==> config.mk <==
export PLATFORM = sky130hd
export DESIGN_NAME = ln_lane
export DESIGN_NICKNAME = d
export VERILOG_FILES = /design/src/verilog/ln_pkg.sv /design/src/verilog/ln_lane.sv
export VERILOG_INCLUDE_DIRS = /design/src /design/src/verilog
export SDC_FILE = /design/constraint.sdc
export NUM_CORES = 2
export LEC_CHECK = 0
export BUFFER_PORTS_ARGS = -buffer_cell sky130_fd_sc_hd__buf_2
export CORE_MARGIN = 2
export CORE_UTILIZATION = 45
export DETAILED_ROUTE_END_ITERATION = 10
export GPL_TIMING_DRIVEN = 0
export SETUP_SLACK_MARGIN = 0.4
export SYNTH_ARGS = -nofsm -noshare
export SYNTH_HDL_FRONTEND = slang
export SYNTH_SLANG_ARGS = --single-unit
==> constraint.sdc <==
create_clock -name core_clk -period 6.4 [get_ports core_clk]
set_clock_uncertainty 0.2 [all_clocks]
set_input_delay 0.32 -clock core_clk [delete_from_list [all_inputs] [get_ports core_clk]]
set_output_delay 0.32 -clock core_clk [all_outputs]
set_load 0.02 [all_outputs]
==> src/verilog/ln_macros.svh <==
`ifndef LN_MACROS_SVH
`define LN_MACROS_SVH

////////////////////////////////////////
// datapath geometry
////////////////////////////////////////

`define LN_LANES      4                // parallel lanes per word
`define LN_SLOTS      4                // int8 rows per lane
`define LN_DATA_W     8
`define LN_WORD_W     (`LN_LANES * `LN_SLOTS * `LN_DATA_W)

////////////////////////////////////////
// addressing
////////////////////////////////////////

`define LN_ADDR_W     13               // lbuf word address
`define LN_CH_W       12               // channel count, up to 2048
`define LN_CACHE_AW   11

// fixed read latencies of at least 2 cycles
`define LN_RLAT       2
`define LN_CRLAT      2

`define LN_SUM_W      (`LN_DATA_W + 11 + 1)   // 2048 int8 terms plus sign
`define LN_DIV_CYCLES 2                // product, then shift

`endif

==> src/verilog/ln_pkg.sv <==
`include "ln_macros.svh"

package ln_pkg;

    typedef enum logic [1:0] {
        IDLE,
        SUM,   // read lbuf, fill cache, accumulate
        DIV,   // sums to means
        OUT    // center, shift, saturate, write back
    } ln_state_e;

    // mean = (sum * m) >>> e
    typedef struct packed {
        logic [6:0] m;
        logic [4:0] e;
    } ln_div_t;

    typedef struct packed {
        logic [`LN_CH_W-1:0]          channel_number;  // words per block
        logic [15:0]                  im_base;
        logic [15:0]                  om_base;
        logic [11:0]                  ifm_align;       // read stride per block
        logic [11:0]                  ofm_align;
        logic [11:0]                  block_count;
        logic [3:0]                   shift_out;
        ln_div_t [`LN_LANES-1:0]      div;             // one pair per lane
    } ln_cfg_t;

    typedef struct packed {
        ln_state_e           state;
        logic [`LN_CH_W-1:0] cnt;   // cycle within phase
    } ln_phase_t;

    typedef struct packed {
        logic                  ren;
        logic [`LN_ADDR_W-1:0] raddr;
        logic                  wen;
        logic [`LN_ADDR_W-1:0] waddr;
    } ln_lbuf_req_t;

    typedef struct packed {
        logic                    ren;
        logic                    wen;
        logic [`LN_CACHE_AW-1:0] addr;   // shared by read and write
    } ln_cache_req_t;

    typedef struct packed {
        logic clear;
        logic acc_en;
        logic mean_start;
        logic out_en;
    } ln_lane_ctl_t;

endpackage

==> src/verilog/ln_lane.sv <==
`timescale 1ns/1ps
`include "ln_macros.svh"

module ln_lane (
    input  logic                               core_clk,
    input  logic                               rst_n,
    input  ln_pkg::ln_lane_ctl_t               lane_ctl,
    input  ln_pkg::ln_div_t                    div,
    input  logic [3:0]                         shift_out,
    input  logic [`LN_SLOTS*`LN_DATA_W-1:0]    din,
    output logic [`LN_SLOTS*`LN_DATA_W-1:0]    dout
);

    localparam int PROD_W = `LN_SUM_W + 8;     // sum times 7 bit mantissa
    localparam int SHL_W  = PROD_W + 1 + 15;   // difference after max shift

    localparam logic signed [SHL_W-1:0] SAT_MAX = 127;
    localparam logic signed [SHL_W-1:0] SAT_MIN = -128;

    logic mean_pend;   // second divide stage

    always_ff @(posedge core_clk or negedge rst_n) begin
        if (!rst_n)
            mean_pend <= 1'b0;
        else
            mean_pend <= lane_ctl.mean_start;
    end

    for (genvar s = 0; s < `LN_SLOTS; s++) begin : g_slot
        logic signed [`LN_DATA_W-1:0] x;
        logic signed [`LN_SUM_W-1:0]  acc;
        logic signed [PROD_W-1:0]     prod;
        logic signed [PROD_W-1:0]     mean;
        logic signed [SHL_W-1:0]      diff_shl;
        logic signed [`LN_DATA_W-1:0] sat;
        logic        [`LN_DATA_W-1:0] q;

        assign x = din[s*`LN_DATA_W +: `LN_DATA_W];

        ////////////////////////////////////////
        // row sum and mean
        ////////////////////////////////////////

        always_ff @(posedge core_clk) begin
            if (lane_ctl.clear)
                acc <= '0;
            else if (lane_ctl.acc_en)
                acc <= acc + x;
        end

        always_ff @(posedge core_clk) begin
            if (lane_ctl.mean_start)
                prod <= acc * $signed({1'b0, div.m});
            if (mean_pend)
                mean <= prod >>> div.e;     // arithmetic, keeps sign
        end

        ////////////////////////////////////////
        // center, shift, clip to int8
        ////////////////////////////////////////

        assign diff_shl = (SHL_W'(x) - SHL_W'(mean)) <<< shift_out;

        always_comb begin
            if (diff_shl > SAT_MAX)
                sat = 8'h7f;
            else if (diff_shl < SAT_MIN)
                sat = 8'h80;
            else
                sat = diff_shl[`LN_DATA_W-1:0];
        end

        always_ff @(posedge core_clk) begin
            if (lane_ctl.out_en)
                q <= sat;
        end

        assign dout[s*`LN_DATA_W +: `LN_DATA_W] = q;
    end

    // din is shared between sum and output phases
    a_src_excl: assert property (@(posedge core_clk) disable iff (!rst_n)
        !(lane_ctl.acc_en && lane_ctl.out_en));

endmodule

==> out/metrics.cfg <==
[detailed_routing]
drtPass1Iterations=8
avgRoutedWirePerCell_um=27.6
vias_per_cell=6.19
drtAntennaViolNets=0
drcViolationCount=0
drt_iter0_markers=5826
wl_mm=243
vias=54622

[final_layout]
area_growth_pct=8.23
fillers=12571
final_cells=8826
nNetsFinal=8039
layout_commonest_cell=inv_1
drive_gt1_frac=0.0707
mostFrequentLayoutCells=809 x inv_1, 637 x nand2_1, 495 x nor2_1

[pwr]
p_switching_w=0.00990
leakagePower_nw=26.8
pwr-share-clk=0.135
p_int_w=0.00959
power.share.sequential=0.200
power_w=0.0195
vdd_ir_drop_max_v=0.000227
power_density_nw_per_um2=318
netSwitchingFraction=0.508
combPwrFrac=0.665

[placed_design]
hpwl_mm=199
place_inst=8725
numPortBuffers=74
place.gp.congestion=1.07

[cts]
numCtsBuffers=44
clk_pin_slew_worst_paths_ns=0.06
cts_tree=built
cts_sinks=337
clock_path_buffers=3
htreeDepth=2
clk_latency_ns=0.65
cts-root-buf=clkbuf_16

[global_route]
grt_pass1_vias=52668
overflow=0
grt_pass1_wl_mm=356
grt_util_all_layers=0.374
grt_max_degree=77
antenna_found_initial=11

[synth]
synth-warning-count=0
async_flop_share=0.00297
yosysSeqAreaShare=0.165
synth_enable_flop_cells=256
syn-cell-area_um2=56600
postSynthAreaPerCell_um2=8.09
synth_flop_cell=edfxtp_1
synth_nets=7899
synth-seq-cells=337
synth.distinct_cells=99
syn-instance-count=6997

[critical_path]
slowest_stage=clkbuf_1
worstPathArrival_ns=6.20
worstSetupPathType=primary input to register
path_buf_inv=7
critPathTopFamily=buffers and inverters
max_stage_delay_ns=1.02
crit_chain=buf_2, clkbuf_1, buf_1, clkbuf_1, clkbuf_1, clkbuf_1, clkbuf_1, a2111oi_0, nand3_1, nor4_2, nor2_1, o21ai_0
critPathRequiredTime_ns=6.47
start_kind=primary input
cp_max_fo=10
ff2ff_setup_slack_ns=0.52
crit_path_frequent_cell=clkbuf_1
cp-end-kind=register

[sta]
rsz0062_at_grt=yes
tns_ns=0
slew_headroom=0.00337
period_share=0.958
min_period_ns=6.13
setup_viol=0
finalHoldViolations=0
final_max_slew_viol_count=0
fmax_mhz=163
max_slew.worst_pin.slew_ns=1.49

[hold_path]
min_path_type=primary input to register

[job]
maxCapViolations=4

[floorplanning]
dieHeight_um=359
start_util=0.452
rows=130
pin_count=86
core_area_um2=125000
dieArea_um2=129000
die_width_um=359

[run_status]
violations=capacitance limit
outcome=finished, violations left

-- per-stage QoR --
step                      setup slack (ns)  hold slack (ns)   util  cell area, µm²
after floorplan                      0.527           -0.176      -           56600
after global placement               -1.72           -0.106  0.471           59000
after detailed placement             -1.66           -0.105  0.472           59100
after CTS                            0.364         0.000584  0.487           60900
after global routing                 0.388           0.0656  0.489           61200
final                                0.272           0.0304  0.489           61200
-- Yosys cell counts (all sizes together) (25+ instances only) --
cell type	instances	share of area
or3	58	0.0066
o21ai	364	0.032
inv	813	0.054
o2111ai	30	0.0046
xnor2	138	0.021
a2111oi	32	0.0050
a31oi	63	0.0071
nor3	165	0.015
a21boi	33	0.0044
o22ai	46	0.0051
o21a	74	0.0098
mux4	52	0.021
and2	462	0.051
nand2b	54	0.0060
and3	56	0.0062
o31ai	61	0.0082
nor2	500	0.033
nor2b	55	0.0061
mux2	73	0.015
nand4	69	0.0076
ha	416	0.092
fa	432	0.15
xor2	58	0.0090
buf	81	0.0060
nor4	41	0.0045
nand2	637	0.042
dfxtp	80	0.028
or2	45	0.0050
clkbuf	318	0.021
nand3	154	0.014
a21oi	417	0.037
o211ai	82	0.011
mux2i	205	0.036
a211o	25	0.0039
a21o	91	0.012
edfxtp	256	0.14
a211oi	80	0.011
-- metal layers --
| layer | wire length [µm] | vias to the layer above | share of wire | global-route usage |
|---|---|---|---|---|
| li1 | - | 24878 | - | - |
| met1 | 95000 | 26423 | 0.39 | 0.458 |
| met2 | 110000 | 2568 | 0.45 | 0.604 |
| met3 | 17700 | 745 | 0.073 | 0.0574 |
| met4 | 20600 | 8 | 0.085 | 0.263 |
| met5 | 53 | - | 0.00022 | 0 |
-- tightest hold or removal path, stage by stage --
cell and delay [ns]:
buf_2 0.17, inv_1 0.10, fa_1 0.17, a211oi_1 0.06
-- power groups by stage --
stage                     clock network, W  registers (W)  logic (W)
after detailed placement                 0        0.00393     0.0124
after global placement                   0        0.00392     0.0123
final                              0.00264        0.00390     0.0130
after CTS                          0.00268        0.00388     0.0126
after floorplan                          0        0.00365    0.00895
after global routing               0.00274        0.00395     0.0142
-- layout make-up --
class                           instances  area [µm²]  area share
Buffer                                399        1700      0.0278
Clock buffer                           51        1150      0.0188
Inverter                              816        3060      0.0500
Antenna cell                            4        10.0    0.000163
Clock inverter                         30         350     0.00572
Timing Repair Buffer                   94         614      0.0100
Sequential cell                       337        9340       0.153
Multi-Input combinational cell       5445       42900       0.701
Tap cell                             1650        2060      0.0337
-- repair_timing --
action	4_1_cts	5_1_grt
hold endpoints to repair	44	0
hold buffers	7	0
setup buffers	0	9
gates resized for setup	94	88
pin swaps	0	13
setup endpoints to repair	57	40
cloned	0	0
-- sequential cells by signal, indices dropped and copies added (netlist names) --
signal / cells
g_slot.mean: 112
g_slot.prod: 112
g_slot.acc: 80
g_slot.q: 32
mean_pend: 1
-- worst paths after layout --
path,start,end,cells past startpoint
setup / recovery,shift_out[2],g_slot[2].q[2],12
setup reg to reg,g_slot[2].mean[11],g_slot[2].q[1],16
max in group asynchronous,rst_n,mean_pend,3
min in group asynchronous,rst_n,mean_pend,3
hold reg to reg,g_slot[3].acc[1],g_slot[3].acc[1],2
hold / removal,din[9],g_slot[1].acc[1],4
-- cells by family after synthesis --
kind of cell | count (synthesis) | synth area share
and+or+nand+nor | 2377 | 0.209
muxes | 330 | 0.0715
xor gates and xnor gates | 196 | 0.0303
adders and majority gates | 848 | 0.245
DFF | 337 | 0.165
buffers and inverters | 1215 | 0.0812
AOI/OAI and AO/OA | 1694 | 0.199
No activity file was read; power rests on OpenSTA's default activity.
