**src/verilog/ln_macros.svh**
```systemverilog
`ifndef LN_MACROS_SVH
`define LN_MACROS_SVH

////////////////////////////////////////
// datapath geometry
////////////////////////////////////////

`define LN_LANES      4                // parallel lanes per word
`define LN_SLOTS      4                // int8 rows per lane
`define LN_DATA_W     8
`define LN_WORD_W     (`LN_LANES * `LN_SLOTS * `LN_DATA_W)

////////////////////////////////////////
// addressing
////////////////////////////////////////

`define LN_ADDR_W     13               // lbuf word address
`define LN_CH_W       12               // channel count, up to 2048
`define LN_CACHE_AW   11

// fixed read latencies of at least 2 cycles
`define LN_RLAT       2
`define LN_CRLAT      2

`define LN_SUM_W      (`LN_DATA_W + 11 + 1)   // 2048 int8 terms plus sign
`define LN_DIV_CYCLES 2                // product, then shift

`endif

```
**src/verilog/ln_pkg.sv**
```systemverilog
`include "ln_macros.svh"

package ln_pkg;

    typedef enum logic [1:0] {
        IDLE,
        SUM,   // read lbuf, fill cache, accumulate
        DIV,   // sums to means
        OUT    // center, shift, saturate, write back
    } ln_state_e;

    // mean = (sum * m) >>> e
    typedef struct packed {
        logic [6:0] m;
        logic [4:0] e;
    } ln_div_t;

    typedef struct packed {
        logic [`LN_CH_W-1:0]          channel_number;  // words per block
        logic [15:0]                  im_base;
        logic [15:0]                  om_base;
        logic [11:0]                  ifm_align;       // read stride per block
        logic [11:0]                  ofm_align;
        logic [11:0]                  block_count;
        logic [3:0]                   shift_out;
        ln_div_t [`LN_LANES-1:0]      div;             // one pair per lane
    } ln_cfg_t;

    typedef struct packed {
        ln_state_e           state;
        logic [`LN_CH_W-1:0] cnt;   // cycle within phase
    } ln_phase_t;

    typedef struct packed {
        logic                  ren;
        logic [`LN_ADDR_W-1:0] raddr;
        logic                  wen;
        logic [`LN_ADDR_W-1:0] waddr;
    } ln_lbuf_req_t;

    typedef struct packed {
        logic                    ren;
        logic                    wen;
        logic [`LN_CACHE_AW-1:0] addr;   // shared by read and write
    } ln_cache_req_t;

    typedef struct packed {
        logic clear;
        logic acc_en;
        logic mean_start;
        logic out_en;
    } ln_lane_ctl_t;

endpackage

```
**src/verilog/ln_ctrl.sv**
```systemverilog
`timescale 1ns/1ps
`include "ln_macros.svh"

module ln_ctrl (
    input  logic              core_clk,
    input  logic              rst_n,
    input  logic              ln_start,
    input  ln_pkg::ln_cfg_t   cfg,
    output ln_pkg::ln_phase_t phase,
    output logic              block_done,
    output logic              ln_end
);

    ln_pkg::ln_state_e   state;
    ln_pkg::ln_state_e   state_nxt;
    logic [`LN_CH_W-1:0] cnt;
    logic [`LN_CH_W-1:0] cnt_nxt;
    logic [11:0]         blk_cnt;    // blocks finished in this job
    logic                sum_last;
    logic                div_last;
    logic                out_last;
    logic                job_last;

    ////////////////////////////////////////
    // phase end detection
    ////////////////////////////////////////

    // sum runs N + RLAT cycles, out runs N + CRLAT + 1
    assign sum_last = (state == ln_pkg::SUM) &&
                      (cnt == cfg.channel_number + `LN_CH_W'(`LN_RLAT - 1));
    assign div_last = (state == ln_pkg::DIV) &&
                      (cnt == `LN_CH_W'(`LN_DIV_CYCLES - 1));
    assign out_last = (state == ln_pkg::OUT) &&
                      (cnt == cfg.channel_number + `LN_CH_W'(`LN_CRLAT));
    assign job_last = out_last && (blk_cnt == cfg.block_count - 12'd1);

    always_comb begin
        state_nxt = state;
        cnt_nxt   = cnt + `LN_CH_W'(1);
        case (state)
            ln_pkg::IDLE: begin
                cnt_nxt = '0;
                if (ln_start) state_nxt = ln_pkg::SUM;
            end
            ln_pkg::SUM: begin
                if (sum_last) begin
                    state_nxt = ln_pkg::DIV;
                    cnt_nxt   = '0;
                end
            end
            ln_pkg::DIV: begin
                if (div_last) begin
                    state_nxt = ln_pkg::OUT;
                    cnt_nxt   = '0;
                end
            end
            ln_pkg::OUT: begin
                if (out_last) begin
                    state_nxt = job_last ? ln_pkg::IDLE : ln_pkg::SUM;
                    cnt_nxt   = '0;
                end
            end
            default: begin
                state_nxt = ln_pkg::IDLE;
                cnt_nxt   = '0;
            end
        endcase
    end

    always_ff @(posedge core_clk or negedge rst_n) begin
        if (!rst_n) begin
            state   <= ln_pkg::IDLE;
            cnt     <= '0;
            blk_cnt <= '0;
            ln_end  <= 1'b0;
        end else begin
            state  <= state_nxt;
            cnt    <= cnt_nxt;
            ln_end <= job_last;     // lands on first idle cycle
            if (state == ln_pkg::IDLE)
                blk_cnt <= '0;
            else if (out_last)
                blk_cnt <= blk_cnt + 12'd1;
        end
    end

    assign block_done  = out_last;
    assign phase.state = state;
    assign phase.cnt   = cnt;

    a_end_single: assert property (@(posedge core_clk) disable iff (!rst_n)
        ln_end |=> !ln_end);

    // busy only after a start request
    a_idle_hold: assert property (@(posedge core_clk) disable iff (!rst_n)
        (state == ln_pkg::IDLE && !ln_start) |=> (state == ln_pkg::IDLE));

endmodule

```
**config.mk**
```make
export PLATFORM = sky130hd
export DESIGN_NAME = ln_ctrl
export DESIGN_NICKNAME = d
export VERILOG_FILES = /design/src/verilog/ln_pkg.sv /design/src/verilog/ln_ctrl.sv
export VERILOG_INCLUDE_DIRS = /design/src /design/src/verilog
export SDC_FILE = /design/constraint.sdc
export NUM_CORES = 1
export LEC_CHECK = 0
export BUFFER_PORTS_ARGS = -buffer_cell sky130_fd_sc_hd__clkbuf_2
export CORE_ASPECT_RATIO = 1.1
export CORE_MARGIN = 2
export CORE_UTILIZATION = 25
export DETAILED_ROUTE_END_ITERATION = 16
export HOLD_SLACK_MARGIN = 0.05
export PLACE_DENSITY_LB_ADDON = 0.3
export SLEW_MARGIN = 20
export SYNTH_ARGS = -nofsm -noshare
export SYNTH_HDL_FRONTEND = slang
export SYNTH_SLANG_ARGS = --single-unit
```
**constraint.sdc**
```tcl
create_clock -name core_clk -period 2.5 [get_ports core_clk]
set_input_delay 0.375 -clock core_clk [delete_from_list [all_inputs] [get_ports core_clk]]
set_output_delay 0.375 -clock core_clk [all_outputs]
set_load 0.01 [all_outputs]
```
==> results of run 1 <==
[logic make-up after synthesis]
| family | count (synthesis) | synth area share (%) |
|---|---|---|
| xor+xnor | 47 | 15.9 |
| mux | 3 | 1.26 |
| flops | 27 | 26.1 |
| simple gates | 135 | 30.0 |
| buf+inv | 27 | 5.17 |
| compound gates | 62 | 16.3 |
| fa+ha+maj | 11 | 5.32 |
[final cells by class]
cell class,count,area (um^2),share of cell area (%)
flip-flops and latches,27,678,19.2
repair buffers,102,703,19.9
well taps,120,150,4.25
clock buffers,4,45.0,1.27
multi-input cells,258,1920,54.2
inverters,11,41.3,1.17
[sequential cells by signal, indices dropped and copies added, names as in the netlist]
name,flops
cnt,12
state,2
blk_cnt,12
ln_end,1
[cell usage after synthesis, types with 2 or more instances]
cell / n
nor2b_1: 2
nor2_1: 31
a21boi_0: 2
mux2_2: 2
inv_1: 11
a211oi_1: 4
a31oi_1: 3
xor2_1: 24
ha_1: 11
nor4_1: 5
nand4b_1: 4
nor4b_1: 2
o211ai_1: 2
nor3_1: 10
or3_1: 4
clkbuf_8: 2
nand4_1: 12
nand3_1: 15
a311oi_1: 3
and4_1: 2
clkbuf_1: 10
xnor2_1: 23
nand2_1: 16
nand2b_1: 3
o2111ai_1: 2
and2_1: 4
o31ai_1: 6
buf_4: 3
a21oi_1: 13
or4_1: 7
dfrtp_1: 27
and3_1: 5
or3_2: 3
o21ai_0: 15
[metal layers]
layer | vias up | track usage, % | routed length, um | part of all wire [%]
met5 | - | 0 | 0 | 0
met4 | 0 | 2.79 | 86 | 1.2
met3 | 6 | 2.33 | 301 | 4.0
met2 | 52 | 25.3 | 3880 | 52
met1 | 1251 | 16.4 | 3180 | 43
li1 | 1323 | - | - | -
[metrics by stage]
stage / hold WS [ns] / cells / util (%) / worst slack [ns]
finish: 0.139 / 522 / 35.4 / 0.0353
global route: 0.198 / 522 / 35.4 / -0.0644
CTS: 0.164 / 517 / 33.9 / -0.0321
detailed placement: 0.465 / 507 / 32.6 / -0.288
global placement: 0.461 / 507 / 32.6 / -0.241
floorplan: 0.0794 / 312 / - / 0.00924
[worst min path at each step]
stage                      from         end  cells after the start
after detailed placement  rst_n      cnt[5]                      1
after floorplan           rst_n  blk_cnt[0]                      0
after global routing      rst_n      cnt[4]                      1
final                     rst_n      ln_end                      1
after CTS                 rst_n      ln_end                      1
after global placement    rst_n      cnt[5]                      1
[power groups by stage]
stage	clock, mW	combinational (mW)	sequential [mW]
2_1_floorplan	0	0.461	0.549
3_3_place_gp	0	0.753	0.560
3_5_place_dp	0	0.767	0.563
5_1_grt	0.278	0.882	0.563
6_report	0.253	0.792	0.553
4_1_cts	0.261	0.774	0.555
[what timing repair did]
action	CTS	global route
pin swaps	11	12
cloned	0	0
buffers inserted	6	5
setup endpoints to repair	5	16
resized for setup	12	23
==> metrics, run 1 <==
CTS tree yes; outcome completed; Yosys warnings 0; sequential cell fraction of total power 34.6%; Root Buffer clkbuf_8; Clock Path Buffers 2; Critical path buffers and inverters 2; antenna violations before repair 0; I/O Buffers 42; count of different cell masters after synthesis 58; vias in the first global route 2701; CP Capture Type output port; clk slew on worst S/H paths 0.10 ns; fillers 1071; crit path from cnt[7]; most frequent cells in the layout buf_4, clkbuf_2, nor2_1; first-pass GRT wire length 12700 um; Area Growth Syn to Fin 36.6%; number of flops mapped to enable cells by yosys 0; Critical Path Max Stage Delay 0.42 ns; Starting Density 25.9%; Syn Nets 458; CORE AREA 0.00998 mm^2; H-tree depth 1; crit-path max FO 3; Clk Latency, worst-skew pair 0.27 ns; final hold viol count 0; Worst EP arrival 2.09 ns; Setup-failing EPs final 0; Synth top area share 26.1%; drt initial violations 69; vias 2632; DRT Wirelength 7450 um; Register-to-Register Path Depth 10; detailed placer's ending HPWL 5930 um; syn_area_per_cell 8.30 um^2; Leak Pwr 1.53 nW; setup TNS 0 ns; total I/O pin count 151; Hold Path Class in2async; Final min period 2.46 ns; Sw Ratio 40.3%; CP endpoint block_done; GP Congestion 0.893; count of pins over their slew limit 0; Net count, final 549; chip height 111 um; Mapped Cells 312; prevailing post-synth register cell dfrtp_1; Synth area leader dfrtp_1; DR vias/cell 5.04; Mapped Area 0.00259 mm^2; Critical Path RT 2.12 ns; Max Cap Violations 0; CP Launch Type register; layout cell share with drive strength beyond 1 35.1%; total clock sinks 27; Num CTS Buffers 3; row count 38; die area 0.0112 mm^2; Post-synth ARST share 100%; gr usage total 13.7%; gr ovfl total 0; commonest non-fill, non-tap cell in the layout buf_4; Sw Pwr 0.643 mW; Crit Reg-Reg Startpoint cnt[7]; Synth area leaders dfrtp_1, xor2_1, xnor2_1; Fmax 406 MHz; maximum vdd ir drop 0.000300 V; Seq/Total Area, Yosys 26.1%; Die X 101 um; drt first pass iters 4; reg-to-reg critical path endpoint blk_cnt[9]; crit-path leading delay family simple AND/OR/NAND/NOR gates; Combinational Power Share 49.6%; Final Instance Area 0.00354 mm^2; worst slew pin tran 0.716 ns; Avg WL per Cell 14.3 um; slowest stage cell, crit path dfrtp_1; worst-case clock skew 0.00512 ns; RSZ-0062 raised after global routing yes; worst path cell trace xnor2_2 > or3_1 > a211o_1 > nor4b_4 > nand2_2 > inv_2 > buf_6; Clk pwr share 15.8%; Internal Pwr Total 0.954 mW; post-route DRC violation count 0; Setup CP Type reg2out; Yosys reg bits 27; Final Power 1.60 mW; internal reg-to-reg setup slack 0.05 ns; Hold-fix buffers, CTS 0; Placed Area 0.00325 mm^2; fin crit share 98.6%; WP depth 7; DRT antenna net count 0; worst rel slew slack 52.3%; ant diodes 0; cell area power density 452 mW/mm^2; largest net degree at the start of global routing 28
Note: power is estimated with default switching activity, not from simulation.
==> run 2, diff against run 1 <==
Clock period 2.5 ns to 2.2 ns, I/O delays scaled along.
==> metrics, run 2 (synthesized netlist as in run 1, its figures left out) <==
I/O Buffers 42 (unchanged); biggest regs blk_cnt: 12 flops, cnt: 12 flops, state: 2 flops; Avg WL per Cell 15.1 um (+5.6%); Hold-fix buffers, CTS 0 (unchanged); total I/O pin count 151 (unchanged); Register-to-Register Path Depth 8 (-2); DR vias/cell 5.06 (+0.41%); Max Cap Violations 0 (unchanged); gr usage total 14.5% (+0.80 points); detailed placer's ending HPWL 6190 um (+4.4%); sequential cell fraction of total power 28.1% (-6.5 points); Critical Path Max Stage Delay 0.44 ns (+0.02 ns); slowest stage cell, crit path or4_4; die area 0.0112 mm^2 (unchanged); chip height 111 um (unchanged); CP Launch Type register; Fmax 408 MHz; cell area power density 567 mW/mm^2 (+26%); worst setup slack after layout -0.248 ns (-0.283 ns); Setup CP Type reg2reg; setup TNS -2.27 ns (-2.27 ns); CTS tree yes; Setup-failing EPs final 25 (+25); clk slew on worst S/H paths 0.10 ns (about the same); Critical path buffers and inverters 1 (-1); gr ovfl total 0 (unchanged); antenna violations before repair 0 (unchanged); post-route DRC violation count 0 (unchanged); Area Growth Syn to Fin 45.4%; worst rel slew slack 51.5% (-0.77 points); RSZ-0062 raised after global routing yes; failing checks negative setup slack; Root Buffer clkbuf_8; vias 2734 (+3.9%); Sw Ratio 41.7% (+1.4 points); crit-path leading delay family simple AND/OR/NAND/NOR gates; outcome complete, but fails checks; Combinational Power Share 58.1% (+8.5 points); commonest non-fill, non-tap cell in the layout buf_4; maximum vdd ir drop 0.000435 V (+45%); vias in the first global route 2786 (+3.1%); H-tree depth 1 (unchanged); Clk Latency, worst-skew pair 0.28 ns (about the same); drt initial violations 56 (-19%); DRT Wirelength 8140 um (+9.3%); count of pins over their slew limit 0 (unchanged); Internal Pwr Total 1.25 mW (+31%); drt first pass iters 4 (unchanged); fillers 1029 (-3.9%); row count 38 (unchanged); first-pass GRT wire length 13400 um (+5.6%); Critical Path RT 2.42 ns (+0.30 ns); worst-case clock skew 0.00545 ns (+0.000323 ns); Die X 101 um (unchanged); total clock sinks 27 (unchanged); Leak Pwr 1.62 nW (+6.3%); final hold viol count 0 (unchanged); Final min period 2.45 ns; Sw Pwr 0.889 mW (+38%); Hold Path Class in2async; worst slew pin tran 0.728 ns (+0.0115 ns); crit-path max FO 5 (+2); layout cell share with drive strength beyond 1 42.6% (+7.5 points); Net count, final 567 (+3.3%); WP depth 8 (+1); CORE AREA 0.00998 mm^2 (unchanged); most frequent cells in the layout buf_4, clkbuf_2, dfrtp_1; Clock Path Buffers 2 (unchanged); largest net degree at the start of global routing 28 (unchanged); fin crit share 111%; dpl ws -0.461 ns (-0.174 ns); GP Congestion 0.806 (-9.7%); worst path cell trace xnor2_2 > or3_1 > a211o_1 > nor4b_4 > buf_4 > nand4_4 > or4_4 > a21oi_2; Worst EP arrival 2.66 ns (+0.57 ns); Starting Density 25.9% (unchanged); DRT antenna net count 0 (unchanged); Clk pwr share 13.8% (-2.0 points); ant diodes 0 (unchanged); CP Capture Type register; Num CTS Buffers 3 (unchanged)
[run 2: what timing repair did]
item | in CTS | in global routing
gates cloned | 1 | 0
setup buffers | 7 | 5
endpoints found under the setup margin | 24 | 28
gates resized for setup | 15 | 48
pin swaps | 12 | 24
[run 2: path summary, 6_finish.rpt]
check	slack [ns]	to	start
min in group core_clk	0.51	ln_end	cfg[59]
worst min-delay path	0.09	cnt[3]	rst_n
worst max register to register	-0.25	blk_cnt[11]	cnt[7]
worst max-delay path	-0.25	blk_cnt[11]	cnt[7]
worst min register to register	0.60	blk_cnt[6]	blk_cnt[6]
max in group asynchronous	1.59	cnt[9]	rst_n
[run 2: area by class of cell]
type                            instances  area, um^2  share of cell area [%]
Inverter                               11        41.3                    1.10
Sequential cell                        27         677                    18.0
Tap cell                              120         150                    3.99
Multi-Input combinational cell        259        2020                    53.6
Clock buffer                            4        45.0                    1.20
Timing Repair Buffer                  119         833                    22.1
[run 2: power by group through the flow]
| stage | combinational (mW) | clock [mW] | sequential [mW] |
|---|---|---|---|
| 6_report | 1.24 | 0.295 | 0.600 |
| 3_5_place_dp | 0.921 | 0 | 0.609 |
| 3_3_place_gp | 0.911 | 0 | 0.608 |
| 5_1_grt | 1.34 | 0.330 | 0.609 |
| 2_1_floorplan | 0.572 | 0 | 0.624 |
| 4_1_cts | 1.04 | 0.301 | 0.599 |
[run 2: stage by stage]
stage          std cells  util [%]  cell area [um^2]  total power, mW  hold slack, ns
2_1_floorplan        312         -              2660             1.20          0.0344
3_3_place_gp         523      34.0              3390             1.52           0.423
3_5_place_dp         523      34.0              3390             1.53           0.424
4_1_cts              535      35.7              3560             1.94           0.117
5_1_grt              540      37.7              3760             2.28           0.143
6_report             540      37.7              3760             2.14          0.0931
[run 2: per-layer routing]
layer	GRT usage, %	wire, um	vias to the layer above
li1	-	-	1360
met1	17.8	3480	1311
met2	26.5	4300	59
met3	2.14	274	4
met4	3.06	86	0
met5	0	0	-
[run 2: worst register-to-register path: cells and delay by family, from the launching register on]
| family | cells | cell delay (ns) |
|---|---|---|
| compound gates | 2 | 0.45 |
| flops | 1 | 0.43 |
| simple gates | 4 | 1.14 |
| buf+inv | 1 | 0.20 |
| xor+xnor | 1 | 0.17 |
