`src/verilog/ln_macros.svh`:
```
`ifndef LN_MACROS_SVH
`define LN_MACROS_SVH

////////////////////////////////////////
// datapath geometry
////////////////////////////////////////

`define LN_LANES      4                // parallel lanes per word
`define LN_SLOTS      4                // int8 rows per lane
`define LN_DATA_W     8
`define LN_WORD_W     (`LN_LANES * `LN_SLOTS * `LN_DATA_W)

////////////////////////////////////////
// addressing
////////////////////////////////////////

`define LN_ADDR_W     13               // lbuf word address
`define LN_CH_W       12               // channel count, up to 2048
`define LN_CACHE_AW   11

// fixed read latencies of at least 2 cycles
`define LN_RLAT       2
`define LN_CRLAT      2

`define LN_SUM_W      (`LN_DATA_W + 11 + 1)   // 2048 int8 terms plus sign
`define LN_DIV_CYCLES 2                // product, then shift

`endif

```
`src/verilog/ln_pkg.sv`:
```
`include "ln_macros.svh"

package ln_pkg;

    typedef enum logic [1:0] {
        IDLE,
        SUM,   // read lbuf, fill cache, accumulate
        DIV,   // sums to means
        OUT    // center, shift, saturate, write back
    } ln_state_e;

    // mean = (sum * m) >>> e
    typedef struct packed {
        logic [6:0] m;
        logic [4:0] e;
    } ln_div_t;

    typedef struct packed {
        logic [`LN_CH_W-1:0]          channel_number;  // words per block
        logic [15:0]                  im_base;
        logic [15:0]                  om_base;
        logic [11:0]                  ifm_align;       // read stride per block
        logic [11:0]                  ofm_align;
        logic [11:0]                  block_count;
        logic [3:0]                   shift_out;
        ln_div_t [`LN_LANES-1:0]      div;             // one pair per lane
    } ln_cfg_t;

    typedef struct packed {
        ln_state_e           state;
        logic [`LN_CH_W-1:0] cnt;   // cycle within phase
    } ln_phase_t;

    typedef struct packed {
        logic                  ren;
        logic [`LN_ADDR_W-1:0] raddr;
        logic                  wen;
        logic [`LN_ADDR_W-1:0] waddr;
    } ln_lbuf_req_t;

    typedef struct packed {
        logic                    ren;
        logic                    wen;
        logic [`LN_CACHE_AW-1:0] addr;   // shared by read and write
    } ln_cache_req_t;

    typedef struct packed {
        logic clear;
        logic acc_en;
        logic mean_start;
        logic out_en;
    } ln_lane_ctl_t;

endpackage

```
`src/verilog/ln_mem_sched.sv`:
```
`timescale 1ns/1ps
`include "ln_macros.svh"

module ln_mem_sched (
    input  logic                  core_clk,
    input  logic                  rst_n,
    input  ln_pkg::ln_cfg_t       cfg,
    input  ln_pkg::ln_phase_t     phase,
    input  logic                  ln_start,
    input  logic                  block_done,
    output ln_pkg::ln_lbuf_req_t  lbuf_req,
    output ln_pkg::ln_cache_req_t cache_req,
    output ln_pkg::ln_lane_ctl_t  lane_ctl
);

    logic [`LN_ADDR_W-1:0] rd_base;
    logic [`LN_ADDR_W-1:0] wr_base;
    logic [`LN_RLAT-1:0]   lbuf_ren_sr;    // ren delayed to data arrival
    logic [`LN_CRLAT-1:0]  cache_ren_sr;
    logic                  in_sum;
    logic                  in_out;
    logic                  lbuf_ren;
    logic                  cache_ren;
    logic [`LN_CH_W-1:0]   cwr_idx;
    logic [`LN_CH_W-1:0]   lwr_idx;

    assign in_sum = (phase.state == ln_pkg::SUM);
    assign in_out = (phase.state == ln_pkg::OUT);

    ////////////////////////////////////////
    // block base addresses
    ////////////////////////////////////////

    always_ff @(posedge core_clk or negedge rst_n) begin
        if (!rst_n) begin
            rd_base <= '0;
            wr_base <= '0;
        end else if (ln_start && phase.state == ln_pkg::IDLE) begin
            rd_base <= cfg.im_base[`LN_ADDR_W-1:0];
            wr_base <= cfg.om_base[`LN_ADDR_W-1:0];
        end else if (block_done) begin
            rd_base <= rd_base + `LN_ADDR_W'(cfg.ifm_align);
            wr_base <= wr_base + `LN_ADDR_W'(cfg.ofm_align);
        end
    end

    ////////////////////////////////////////
    // memory requests
    ////////////////////////////////////////

    assign lbuf_ren  = in_sum && (phase.cnt < cfg.channel_number);
    assign cache_ren = in_out && (phase.cnt < cfg.channel_number);
    assign cwr_idx   = phase.cnt - `LN_CH_W'(`LN_RLAT);
    assign lwr_idx   = phase.cnt - `LN_CH_W'(`LN_CRLAT + 1);

    assign lbuf_req.ren   = lbuf_ren;
    assign lbuf_req.raddr = rd_base + `LN_ADDR_W'(phase.cnt);
    assign lbuf_req.wen   = in_out && (phase.cnt >= `LN_CH_W'(`LN_CRLAT + 1)) &&
                            (phase.cnt < cfg.channel_number + `LN_CH_W'(`LN_CRLAT + 1));
    assign lbuf_req.waddr = wr_base + `LN_ADDR_W'(lwr_idx);

    // cache written as lbuf data returns
    assign cache_req.ren  = cache_ren;
    assign cache_req.wen  = in_sum && (phase.cnt >= `LN_CH_W'(`LN_RLAT)) &&
                            (phase.cnt < cfg.channel_number + `LN_CH_W'(`LN_RLAT));
    assign cache_req.addr = cache_ren ? phase.cnt[`LN_CACHE_AW-1:0]
                                      : cwr_idx[`LN_CACHE_AW-1:0];

    ////////////////////////////////////////
    // lane strobes
    ////////////////////////////////////////

    always_ff @(posedge core_clk or negedge rst_n) begin
        if (!rst_n) begin
            lbuf_ren_sr  <= '0;
            cache_ren_sr <= '0;
        end else begin
            lbuf_ren_sr  <= {lbuf_ren_sr[`LN_RLAT-2:0], lbuf_ren};
            cache_ren_sr <= {cache_ren_sr[`LN_CRLAT-2:0], cache_ren};
        end
    end

    assign lane_ctl.clear      = in_sum && (phase.cnt == '0);
    assign lane_ctl.acc_en     = lbuf_ren_sr[`LN_RLAT-1];
    assign lane_ctl.mean_start = (phase.state == ln_pkg::DIV) && (phase.cnt == '0);
    assign lane_ctl.out_en     = cache_ren_sr[`LN_CRLAT-1];

    a_cache_port: assert property (@(posedge core_clk) disable iff (!rst_n)
        !(cache_req.ren && cache_req.wen));

    a_lbuf_rd_sum: assert property (@(posedge core_clk) disable iff (!rst_n)
        lbuf_req.ren |-> (phase.state == ln_pkg::SUM));

endmodule

```
`config.mk`:
```
export PLATFORM = sky130hd
export DESIGN_NAME = ln_mem_sched
export DESIGN_NICKNAME = d
export VERILOG_FILES = /design/src/verilog/ln_pkg.sv /design/src/verilog/ln_mem_sched.sv
export VERILOG_INCLUDE_DIRS = /design/src /design/src/verilog
export SDC_FILE = /design/constraint.sdc
export NUM_CORES = 1
export LEC_CHECK = 0
export BUFFER_PORTS_ARGS = -buffer_cell sky130_fd_sc_hd__buf_2
export CORE_MARGIN = 3
export CORE_UTILIZATION = 45
export DETAILED_ROUTE_END_ITERATION = 10
export PLACE_DENSITY = 0.78
export SLEW_MARGIN = 30
export SYNTH_ARGS = -nofsm -noshare
export SYNTH_HDL_FRONTEND = slang
export SYNTH_SLANG_ARGS = --single-unit
```
`constraint.sdc`:
```
create_clock -name core_clk -period 2.2 [get_ports core_clk]
set_input_delay 0.11 -clock core_clk [delete_from_list [all_inputs] [get_ports core_clk]]
set_output_delay 0.11 -clock core_clk [all_outputs]
set_load 0.1 [all_outputs]
```
==> results.yml, run 1 <==
outcome:
  outcome: "finished with violations"
  violations: "setup timing"
timing:
  rsz0062_at_grt: "yes"
  post-route-min-period_ps: 2980
  slew_headroom: 0.489
  hold_viol: 0
  hold_slack_ps: 16.1
  finalSetupViolations: 49
  layout_setup_ws_ps: -779
  worst_slew_pin_slew_ps: 767
  fin_crit_sh: 1.35
  max_freq_mhz: 336
  slew_violations: 0
  fin_skew_ps: 9.21
yosys:
  synth_async_sr_flop_share: 1.00
  yosys.area_share.simple: 0.198
  synth-xor-area-share: 0.125
  synthesis.nets: 856
  synth_cells: 612
  avgSynthCellArea_um2: 8.04
  synth_compound_area_frac: 0.204
  synthAdderAreaFrac: 0.245
  synthTopCellsByArea: "ha_1, dfrtp_1, xnor2_1, xor2_1, a21oi_1"
  yosysTopAreaCell: "ha_1"
  synth_edf_count: 0
  synthDistinctLibCells: 58
  yosysMostFrequentCell: "ha_1"
  muxShareOfSynthArea: 0.0318
  ys_seq_elements: 30
  synthTopCellsByCount: "ha_1, nor2_1, a21oi_1, nand2_1, xnor2_1"
  synthFlopType: "dfrtp_1"
  ys_seq_area_frac: 0.153
  synth_top_family_by_area: "adder cells"
  synth_warnings: 0
  yosys.area.top_type_share: 0.229
  synth_area_mm2: 0.00492
setup_path:
  start_kind: "primary input"
  r2r-end: "wr_base[10]"
  cp-end-kind: "output port"
  r2r-start: "wr_base[0]"
  worstSetupPathType: "primary input to output port"
  crit_start: "phase[2]"
  cp_max_fo: 4
  reg2reg_slack_ps: -700
  cp-endpoint: "lbuf_req[11]"
  rr_worst_depth: 17
  required_ps: 2090
  crit_arrival_ps: 2870
detailed_routing:
  drtIter0Drc: 531
  first_pass_iters: 7
  detail_route.wl_per_cell_um: 22.4
  ant_nets: 0
  wl_mm: 23.6
  drc: 0
  viasPerCell: 6.11
  num_vias: 6431
floorplanning:
  initial_core_util: 0.470
  fp.coreArea_mm2: 0.0105
  io_pins: 195
  die_h_um: 111
  rows: 37
  dieArea_mm2: 0.0122
  die-width_um: 111
placement:
  port_buffers: 124
  place_hpwl_mm: 15.1
  globalplace.congestion: 0.974
  dpl_worst_slack_ps: -752
pwr:
  power_density_mw_per_mm2: 1680
  p_leak_nw: 4.27
  vdd.ir_drop.worst_uv: 2740
clock_tree:
  h-tree-depth: 2
  clock_sinks: 30
  clock_latency_ps: 300
  cts_buffers: 5
  cts-root-buf: "clkbuf_8"
  cts_tree: "built"
  clockBufferDepth: 2
  clk_pin_slew_ps: 70
final_layout:
  final_util: 0.890
  num_antenna_cells: 0
  fill_cells: 484
  layout-drive-gt1-share: 0.549
  register_area_um2: 751
  area_growth_pct: 89.2
  multi_input_area_mm2: 0.00533
  nets: 1159
flow_run:
  max-cap-violations: 0
global_route:
  antenna_found_initial: 0
  grt_use_total: 0.335
  grt_pass1_wl_mm: 33.5
  grt_max_degree: 31
  first_global_vias: 6492
  grt_overflow_total: 0
worst_hold_path:
  hold_path.class: "primary input to flop"
report_power, final:
part	internal, W	total, W	switching, W
combinational	0.00586	0.0140	0.00817
sequential	0.000793	0.00111	0.000319
clock	0.000252	0.000499	0.000248
registers in the layout (all words and copies together) (netlist names):
| register | flops |
|---|---|
| lbuf_ren_sr | 2 |
| rd_base | 13 |
| cache_ren_sr | 2 |
| wr_base | 13 |
worst max-delay path, stage by stage:
cell and delay (ps):
buf_12 100, inv_12 30, ha_4 150, a21oi_4 150, nor3b_4 260, xor2_1 120, ha_2 240, nor3_4 200
o211ai_1 190, a31oi_2 260, nor2b_1 100, o21a_1 200, o41a_1 390, xor2_4 180, buf_12 190
how the worst min path moves through the flow:
stage / startpoint / end / slack (ps) / cells after the start
floorplan: rst_n / cache_ren_sr[0] / -190 / 0
global placement: rst_n / cache_ren_sr[1] / 190 / 1
global route: cfg[99] / wr_base[11] / 40 / 3
CTS: cfg[91] / wr_base[3] / 10 / 3
finish: cfg[107] / rd_base[3] / 20 / 3
detailed placement: rst_n / cache_ren_sr[1] / 220 / 1
stage by stage:
stage,power [W],TNS [ps],instances,area (µm²)
3_5_place_dp,0.0133,-13380,997,7960
2_1_floorplan,0.00910,-3950,612,5630
3_3_place_gp,0.0130,-10830,997,7960
4_1_cts,0.0145,-13000,1035,8820
5_1_grt,0.0162,-21830,1052,9310
6_report,0.0156,-17960,1052,9310
metal layers:
| layer | global-route usage | wire, µm |
|---|---|---|
| met1 | 0.406 | 8430 |
| met2 | 0.602 | 11700 |
| met3 | 0.0411 | 2120 |
| met4 | 0.126 | 1320 |
| met5 | 0 | 0 |
final cells by class:
type	instances	share of cell area
Tap cell	136	0.0183
Sequential cell	30	0.0807
Multi-Input combinational cell	532	0.573
Clock inverter	2	0.00134
Timing Repair Buffer	315	0.301
Inverter	31	0.0168
Clock buffer	6	0.00887
logic make-up after synthesis:
group	count (synthesis)
simple gates	193
compound gates	160
fa+ha+maj	94
xor+xnor	70
buf+inv	50
flops	30
mux	15
repair_timing:
item                                    CTS  global route
pin swaps                                97            60
hold buffers                              1             0
buffers inserted                         31            25
gates resized for setup                 125            73
endpoints found under the setup margin   39            53
cloned                                    0             0
hold endpoints to repair                 30             0
placed cells by master (no fill, tap or decap), types with 10 or more instances in the layout:
cell type / netlist / routed
a21o_1: 11 / 11
ha_4: 0 / 13
xnor2_1: 40 / 18
o21ai_1: 7 / 12
buf_12: 0 / 38
buf_4: 5 / 163
buf_2: 2 / 79
xor2_1: 30 / 17
a21oi_2: 1 / 16
o21a_1: 11 / 11
nor2_1: 51 / 35
dfrtp_1: 30 / 30
nor2_2: 3 / 10
inv_1: 31 / 21
xnor2_2: 0 / 10
a21oi_1: 50 / 27
nor3_1: 15 / 10
xor2_4: 0 / 11
nand2_1: 48 / 39
o21ai_0: 32 / 18
buf_6: 1 / 29
xnor2_4: 0 / 12
ha_1: 90 / 73
Note: power is estimated with default switching activity, not from simulation.
==> inputs of run 2 (changes only) <==
--- a/config.mk
+++ b/config.mk
@@ -8,9 +8,8 @@
 export LEC_CHECK = 0
 export BUFFER_PORTS_ARGS = -buffer_cell sky130_fd_sc_hd__buf_2
 export CORE_MARGIN = 3
-export CORE_UTILIZATION = 45
+export CORE_UTILIZATION = 30
 export DETAILED_ROUTE_END_ITERATION = 10
-export PLACE_DENSITY = 0.78
 export SLEW_MARGIN = 30
 export SYNTH_ARGS = -nofsm -noshare
 export SYNTH_HDL_FRONTEND = slang
==> constraint.sdc (replaced) <==
create_clock -name core_clk -period 2.2 [get_ports core_clk]
set_input_delay 0.11 -clock core_clk [delete_from_list [all_inputs] [get_ports core_clk]]
set_output_delay 0.11 -clock core_clk [all_outputs]
set_load 0.02 [all_outputs]
==> run 2 against run 1 <==
Core utilization decreased by 38 points. The run still ends with setup timing left. Die area rose by 47%. Combinational power down 49%. Power shrank 42%. Wire length is 28% lower. First-iteration DRC count decreased by 59%. Largest cell class unchanged. Critical path type unchanged. Maximum frequency is 11% higher. Setup slack gained 290 ps. Final cell count grew 3.4%.
==> results.yml, run 2 (same netlist as run 1, synthesis figures left out) <==
global_route:
  grt_overflow_total: 0
  grt_max_degree: 31
  antenna_found_initial: 0
  grt_use_total: 0.178
  grt_pass1_wl_mm: 25.9
  first_global_vias: 5222
floorplanning:
  rows: 46
  initial_core_util: 0.309
  io_pins: 195
  dieArea_mm2: 0.0180
  die_h_um: 134
  fp.coreArea_mm2: 0.0159
  die-width_um: 134
detailed_routing:
  detail_route.wl_per_cell_um: 15.5
  drtIter0Drc: 220
  viasPerCell: 4.91
  first_pass_iters: 4
  drc: 0
  num_vias: 5339
  ant_nets: 0
  wl_mm: 16.9
placement:
  port_buffers: 124
  globalplace.congestion: 0.862
  dpl_worst_slack_ps: -584
  place_hpwl_mm: 12.9
clock_tree:
  clock_sinks: 30
  clockBufferDepth: 2
  h-tree-depth: 2
  clk_pin_slew_ps: 50
  cts_tree: "built"
  cts-root-buf: "clkbuf_16"
  clock_latency_ps: 290
  cts_buffers: 5
pwr:
  finalPower_w: 0.00905
  power_density_mw_per_mm2: 1110
  p_leak_nw: 3.79
  vdd.ir_drop.worst_uv: 823
outcome:
  violations: "setup timing"
  outcome: "finished with violations"
setup_path:
  rr_worst_depth: 12
  crit_arrival_ps: 2570
  r2r-start: "rd_base[0]"
  start_kind: "primary input"
  reg2reg_slack_ps: -250
  r2r-end: "rd_base[10]"
  worstSetupPathType: "primary input to output port"
  cp_max_fo: 3
  required_ps: 2090
  cp-end-kind: "output port"
timing:
  finalSetupViolations: 33
  rsz0062_at_grt: "yes"
  max_freq_mhz: 373
  hold_viol: 0
  layout_setup_ws_ps: -484
  fin_crit_sh: 1.22
  slew_headroom: 0.496
  fin_skew_ps: 4.84
  fin_tns_setup_ps: -7720
  worst_slew_pin_slew_ps: 756
  post-route-min-period_ps: 2680
  slew_violations: 0
flow_run:
  max-cap-violations: 0
final_layout:
  num_antenna_cells: 0
  area_growth_pct: 65.3
  layout_common_cells: "buf_4, buf_2, ha_1, nand2_1"
  nets: 1116
  final_common_cell: "buf_4"
  largestRegisters: "rd_base x13, wr_base x13"
  final_util: 0.510
  layout-drive-gt1-share: 0.490
worst_hold_path:
  min_to: "rd_base[2]"
  hold_path.class: "primary input to flop"
  hold_start: "cfg[106]"
  holdPathStages: 3
run 2: cell types whose count changed in the layout (fill, tap and decap cells not counted), sizes merged:
cell,delta
clkinv,-1
bufinv,+1
clkinvlp,-1
buf,-43
run 2: worst max-delay path by stage:
stage	from	endpoint	cells past startpoint
after detailed placement	phase[2]	lbuf_req[11]	15
after global placement	phase[2]	lbuf_req[11]	15
final	phase[2]	lbuf_req[11]	14
after global routing	phase[2]	lbuf_req[11]	14
after CTS	phase[2]	lbuf_req[11]	15
after floorplan	phase[2]	lbuf_req[11]	13
run 2: stage by stage:
stage / cell area (µm²) / hold WS (ps) / cells
2_1_floorplan: 4970 / -186 / 612
3_3_place_gp: 6630 / 226 / 1042
3_5_place_dp: 6630 / 223 / 1042
4_1_cts: 7540 / 25.3 / 1071
5_1_grt: 8130 / 44.7 / 1088
6_report: 8130 / 27.7 / 1088
run 2: final cells by class:
class | count | area [µm²]
clock buffer | 6 | 139
clock inverter | 1 | 30.0
fill | 1495 | 7820
inverter | 31 | 126
multi-input combinational | 532 | 4790
sequential | 30 | 751
tap | 216 | 270
timing repair buffer | 272 | 2020
run 2: worst max-delay path, stage by stage:
cell	delay, ps
buf_8	80
inv_6	30
ha_4	150
a21oi_4	150
nor3b_4	240
nand2b_1	140
nor2_1	150
xor2_1	230
ha_1	290
nor2b_1	140
o21a_1	190
o41a_1	360
xor2_2	160
buf_4	160
run 2: power breakdown:
part           internal, W  switching [W]  total, W
Sequential        0.000795       0.000265   0.00106
Combinational      0.00355        0.00361   0.00716
Clock             0.000559       0.000275  0.000834
run 2: metal layers:
metal  share of wire  track usage  up-vias
met1            0.45        0.234     2489
met5               0            0        -
met4           0.017       0.0458        0
met2            0.49        0.309      104
met3           0.036       0.0244       18
li1                -            -     2728
run 2: repair_timing:
item	4_1_cts	5_1_grt
pin swaps	74	100
gates resized for setup	133	95
endpoints found under the hold margin	30	0
setup buffers	22	22
cloned	1	0
hold buffers	1	0
endpoints found under the setup margin	36	45
==> inputs of run 3 (changes only) <==
==> constraint.sdc (replaced) <==
create_clock -name core_clk -period 2.5 [get_ports core_clk]
set_input_delay 0.125 -clock core_clk [delete_from_list [all_inputs] [get_ports core_clk]]
set_output_delay 0.125 -clock core_clk [all_outputs]
set_load 0.02 [all_outputs]
==> run 3 against run 2 <==
The flow still finishes with violations (setup timing). Flip-flop and latch count is the same. Via count shrank 5.1%. Non-clock buffer count shrank 53. Critical path depth is the same. Largest cell class unchanged.
==> results.yml, run 3 (same netlist as run 1, synthesis figures left out) <==
outcome:
  outcome: "finished with violations"
  violations: "setup timing"
timing:
  fin_crit_sh: 1.07
  hold_viol: 0
  rsz0062_at_grt: "yes"
  finalSetupViolations: 6
  hold_slack_ps: 46.7
  fin_skew_ps: 6.14
  slew_violations: 0
  slew_headroom: 0.484
  post-route-min-period_ps: 2670
  max_freq_mhz: 374
  layout_setup_ws_ps: -174
  fin_tns_setup_ps: -598
  worst_slew_pin_slew_ps: 774
clock_tree:
  cts_buffers: 5
  cts-root-buf: "clkbuf_16"
  clockBufferDepth: 2
  h-tree-depth: 2
  clk_pin_slew_ps: 50
  cts_tree: "built"
  clock_sinks: 30
  clock_latency_ps: 280
final_layout:
  area_growth_pct: 45.7
  fin_area_mm2: 0.00717
  fill_cells: 1600
  largestRegisters: "rd_base x13, wr_base x13"
  stdcell_count: 1035
  multi_input_area_mm2: 0.00443
  layout_common_cells: "buf_2, buf_4, ha_1, nand2_1"
  layout-drive-gt1-share: 0.399
  final_common_cell: "buf_2"
  register_area_um2: 751
  nets: 1063
  num_antenna_cells: 0
pwr:
  power_density_mw_per_mm2: 972
  p_leak_nw: 3.38
  vdd.ir_drop.worst_uv: 796
global_route:
  grt_pass1_wl_mm: 24.3
  antenna_found_initial: 0
  grt_max_degree: 31
  grt_use_total: 0.169
  first_global_vias: 4805
  grt_overflow_total: 0
setup_path:
  crit_start: "phase[1]"
  start_kind: "primary input"
  max_stage_delay_ps: 360
  required_ps: 2380
  worstSetupPathType: "primary input to output port"
  cp_cell_sequence: "buf_8 -> ha_4 -> a21oi_4 -> nor3b_4 -> xor2_1 -> ha_2 -> nor2_1 -> nor2_1 -> a31oi_2 -> nor2b_1 -> o21a_1 -> o41a_1 -> xor2_2 -> buf_4"
  cp_max_fo: 3
  slowest_stage: "o41a_1"
  crit_arrival_ps: 2550
  r2r-start: "rd_base[0]"
  crit_buf_inv: 2
  path_delay_family: "compound AO/OA/AOI/OAI gates"
  cp-end-kind: "output port"
  crit_top_cell: "nor2_1"
detailed_routing:
  num_vias: 5065
  drc: 0
  drtIter0Drc: 168
  ant_nets: 0
  viasPerCell: 4.89
  first_pass_iters: 4
  wl_mm: 16.0
  detail_route.wl_per_cell_um: 15.4
placement:
  placed_area_mm2: 0.00636
  place_hpwl_mm: 12.9
  globalplace.congestion: 0.890
  port_buffers: 124
  dpl.cell_count: 1016
floorplanning:
  io_pins: 195
  rows: 46
  die_h_um: 134
  fp.coreArea_mm2: 0.0159
  initial_core_util: 0.309
  dieArea_mm2: 0.0180
  die-width_um: 134
worst_hold_path:
  hold_path.class: "primary input to flop"
  hold_start: "cfg[106]"
flow_run:
  max-cap-violations: 0
==> run 3: timing repair <==
item | CTS | global route
hold buffers | 1 | 0
gates resized for setup | 50 | 88
pin swaps | 37 | 72
setup endpoints to repair | 22 | 26
gates cloned | 0 | 0
setup buffers | 6 | 6
endpoints found under the hold margin | 30 | 0
==> run 3: power breakdown <==
group / switching [W] / internal [W]
Clock: 0.000235 / 0.000360
Sequential: 0.000232 / 0.000700
Combinational: 0.00287 / 0.00257
Total: 0.00334 / 0.00363
==> run 3: final cells by class <==
class | instances | area share
repair buffers | 219 | 0.204
clock buffers | 5 | 0.0175
multi-input cells | 532 | 0.618
inverters | 31 | 0.0166
clock inverters | 2 | 0.00140
well taps | 216 | 0.0377
flip-flops and latches | 30 | 0.105
==> run 3: worst min-delay path: cells and delay by family <==
kind	cells	cell delay, ps
and+or+nand+nor	1	30
AOI/OAI and AO/OA	1	60
buffers and inverters	1	70
==> run 3: worst paths after layout <==
check                             endpoint  slack, ps  cells past startpoint
max reg2reg                    rd_base[10]        100                     11
min in group asynchronous      wr_base[10]        460                      2
min reg2reg                cache_ren_sr[1]        350                      0
max                           lbuf_req[11]       -170                     14
min                             rd_base[2]         50                      3
max in group asynchronous       rd_base[9]       1550                      2
==> run 3: layer usage <==
| layer | part of all wire | GRT usage | wire (µm) |
|---|---|---|---|
| met3 | 0.037 | 0.0285 | 596 |
| met2 | 0.49 | 0.293 | 7800 |
| met4 | 0.011 | 0.0345 | 169 |
| met5 | 0 | 0 | 0 |
| met1 | 0.46 | 0.222 | 7410 |
==> run 3: metrics by stage <==
stage	worst slack (ps)	util	total power [W]
floorplan	-25.0	-	0.00419
global placement	-322	0.399	0.00570
detailed placement	-333	0.399	0.00573
CTS	-254	0.425	0.00663
global route	-308	0.449	0.00757
finish	-174	0.449	0.00697
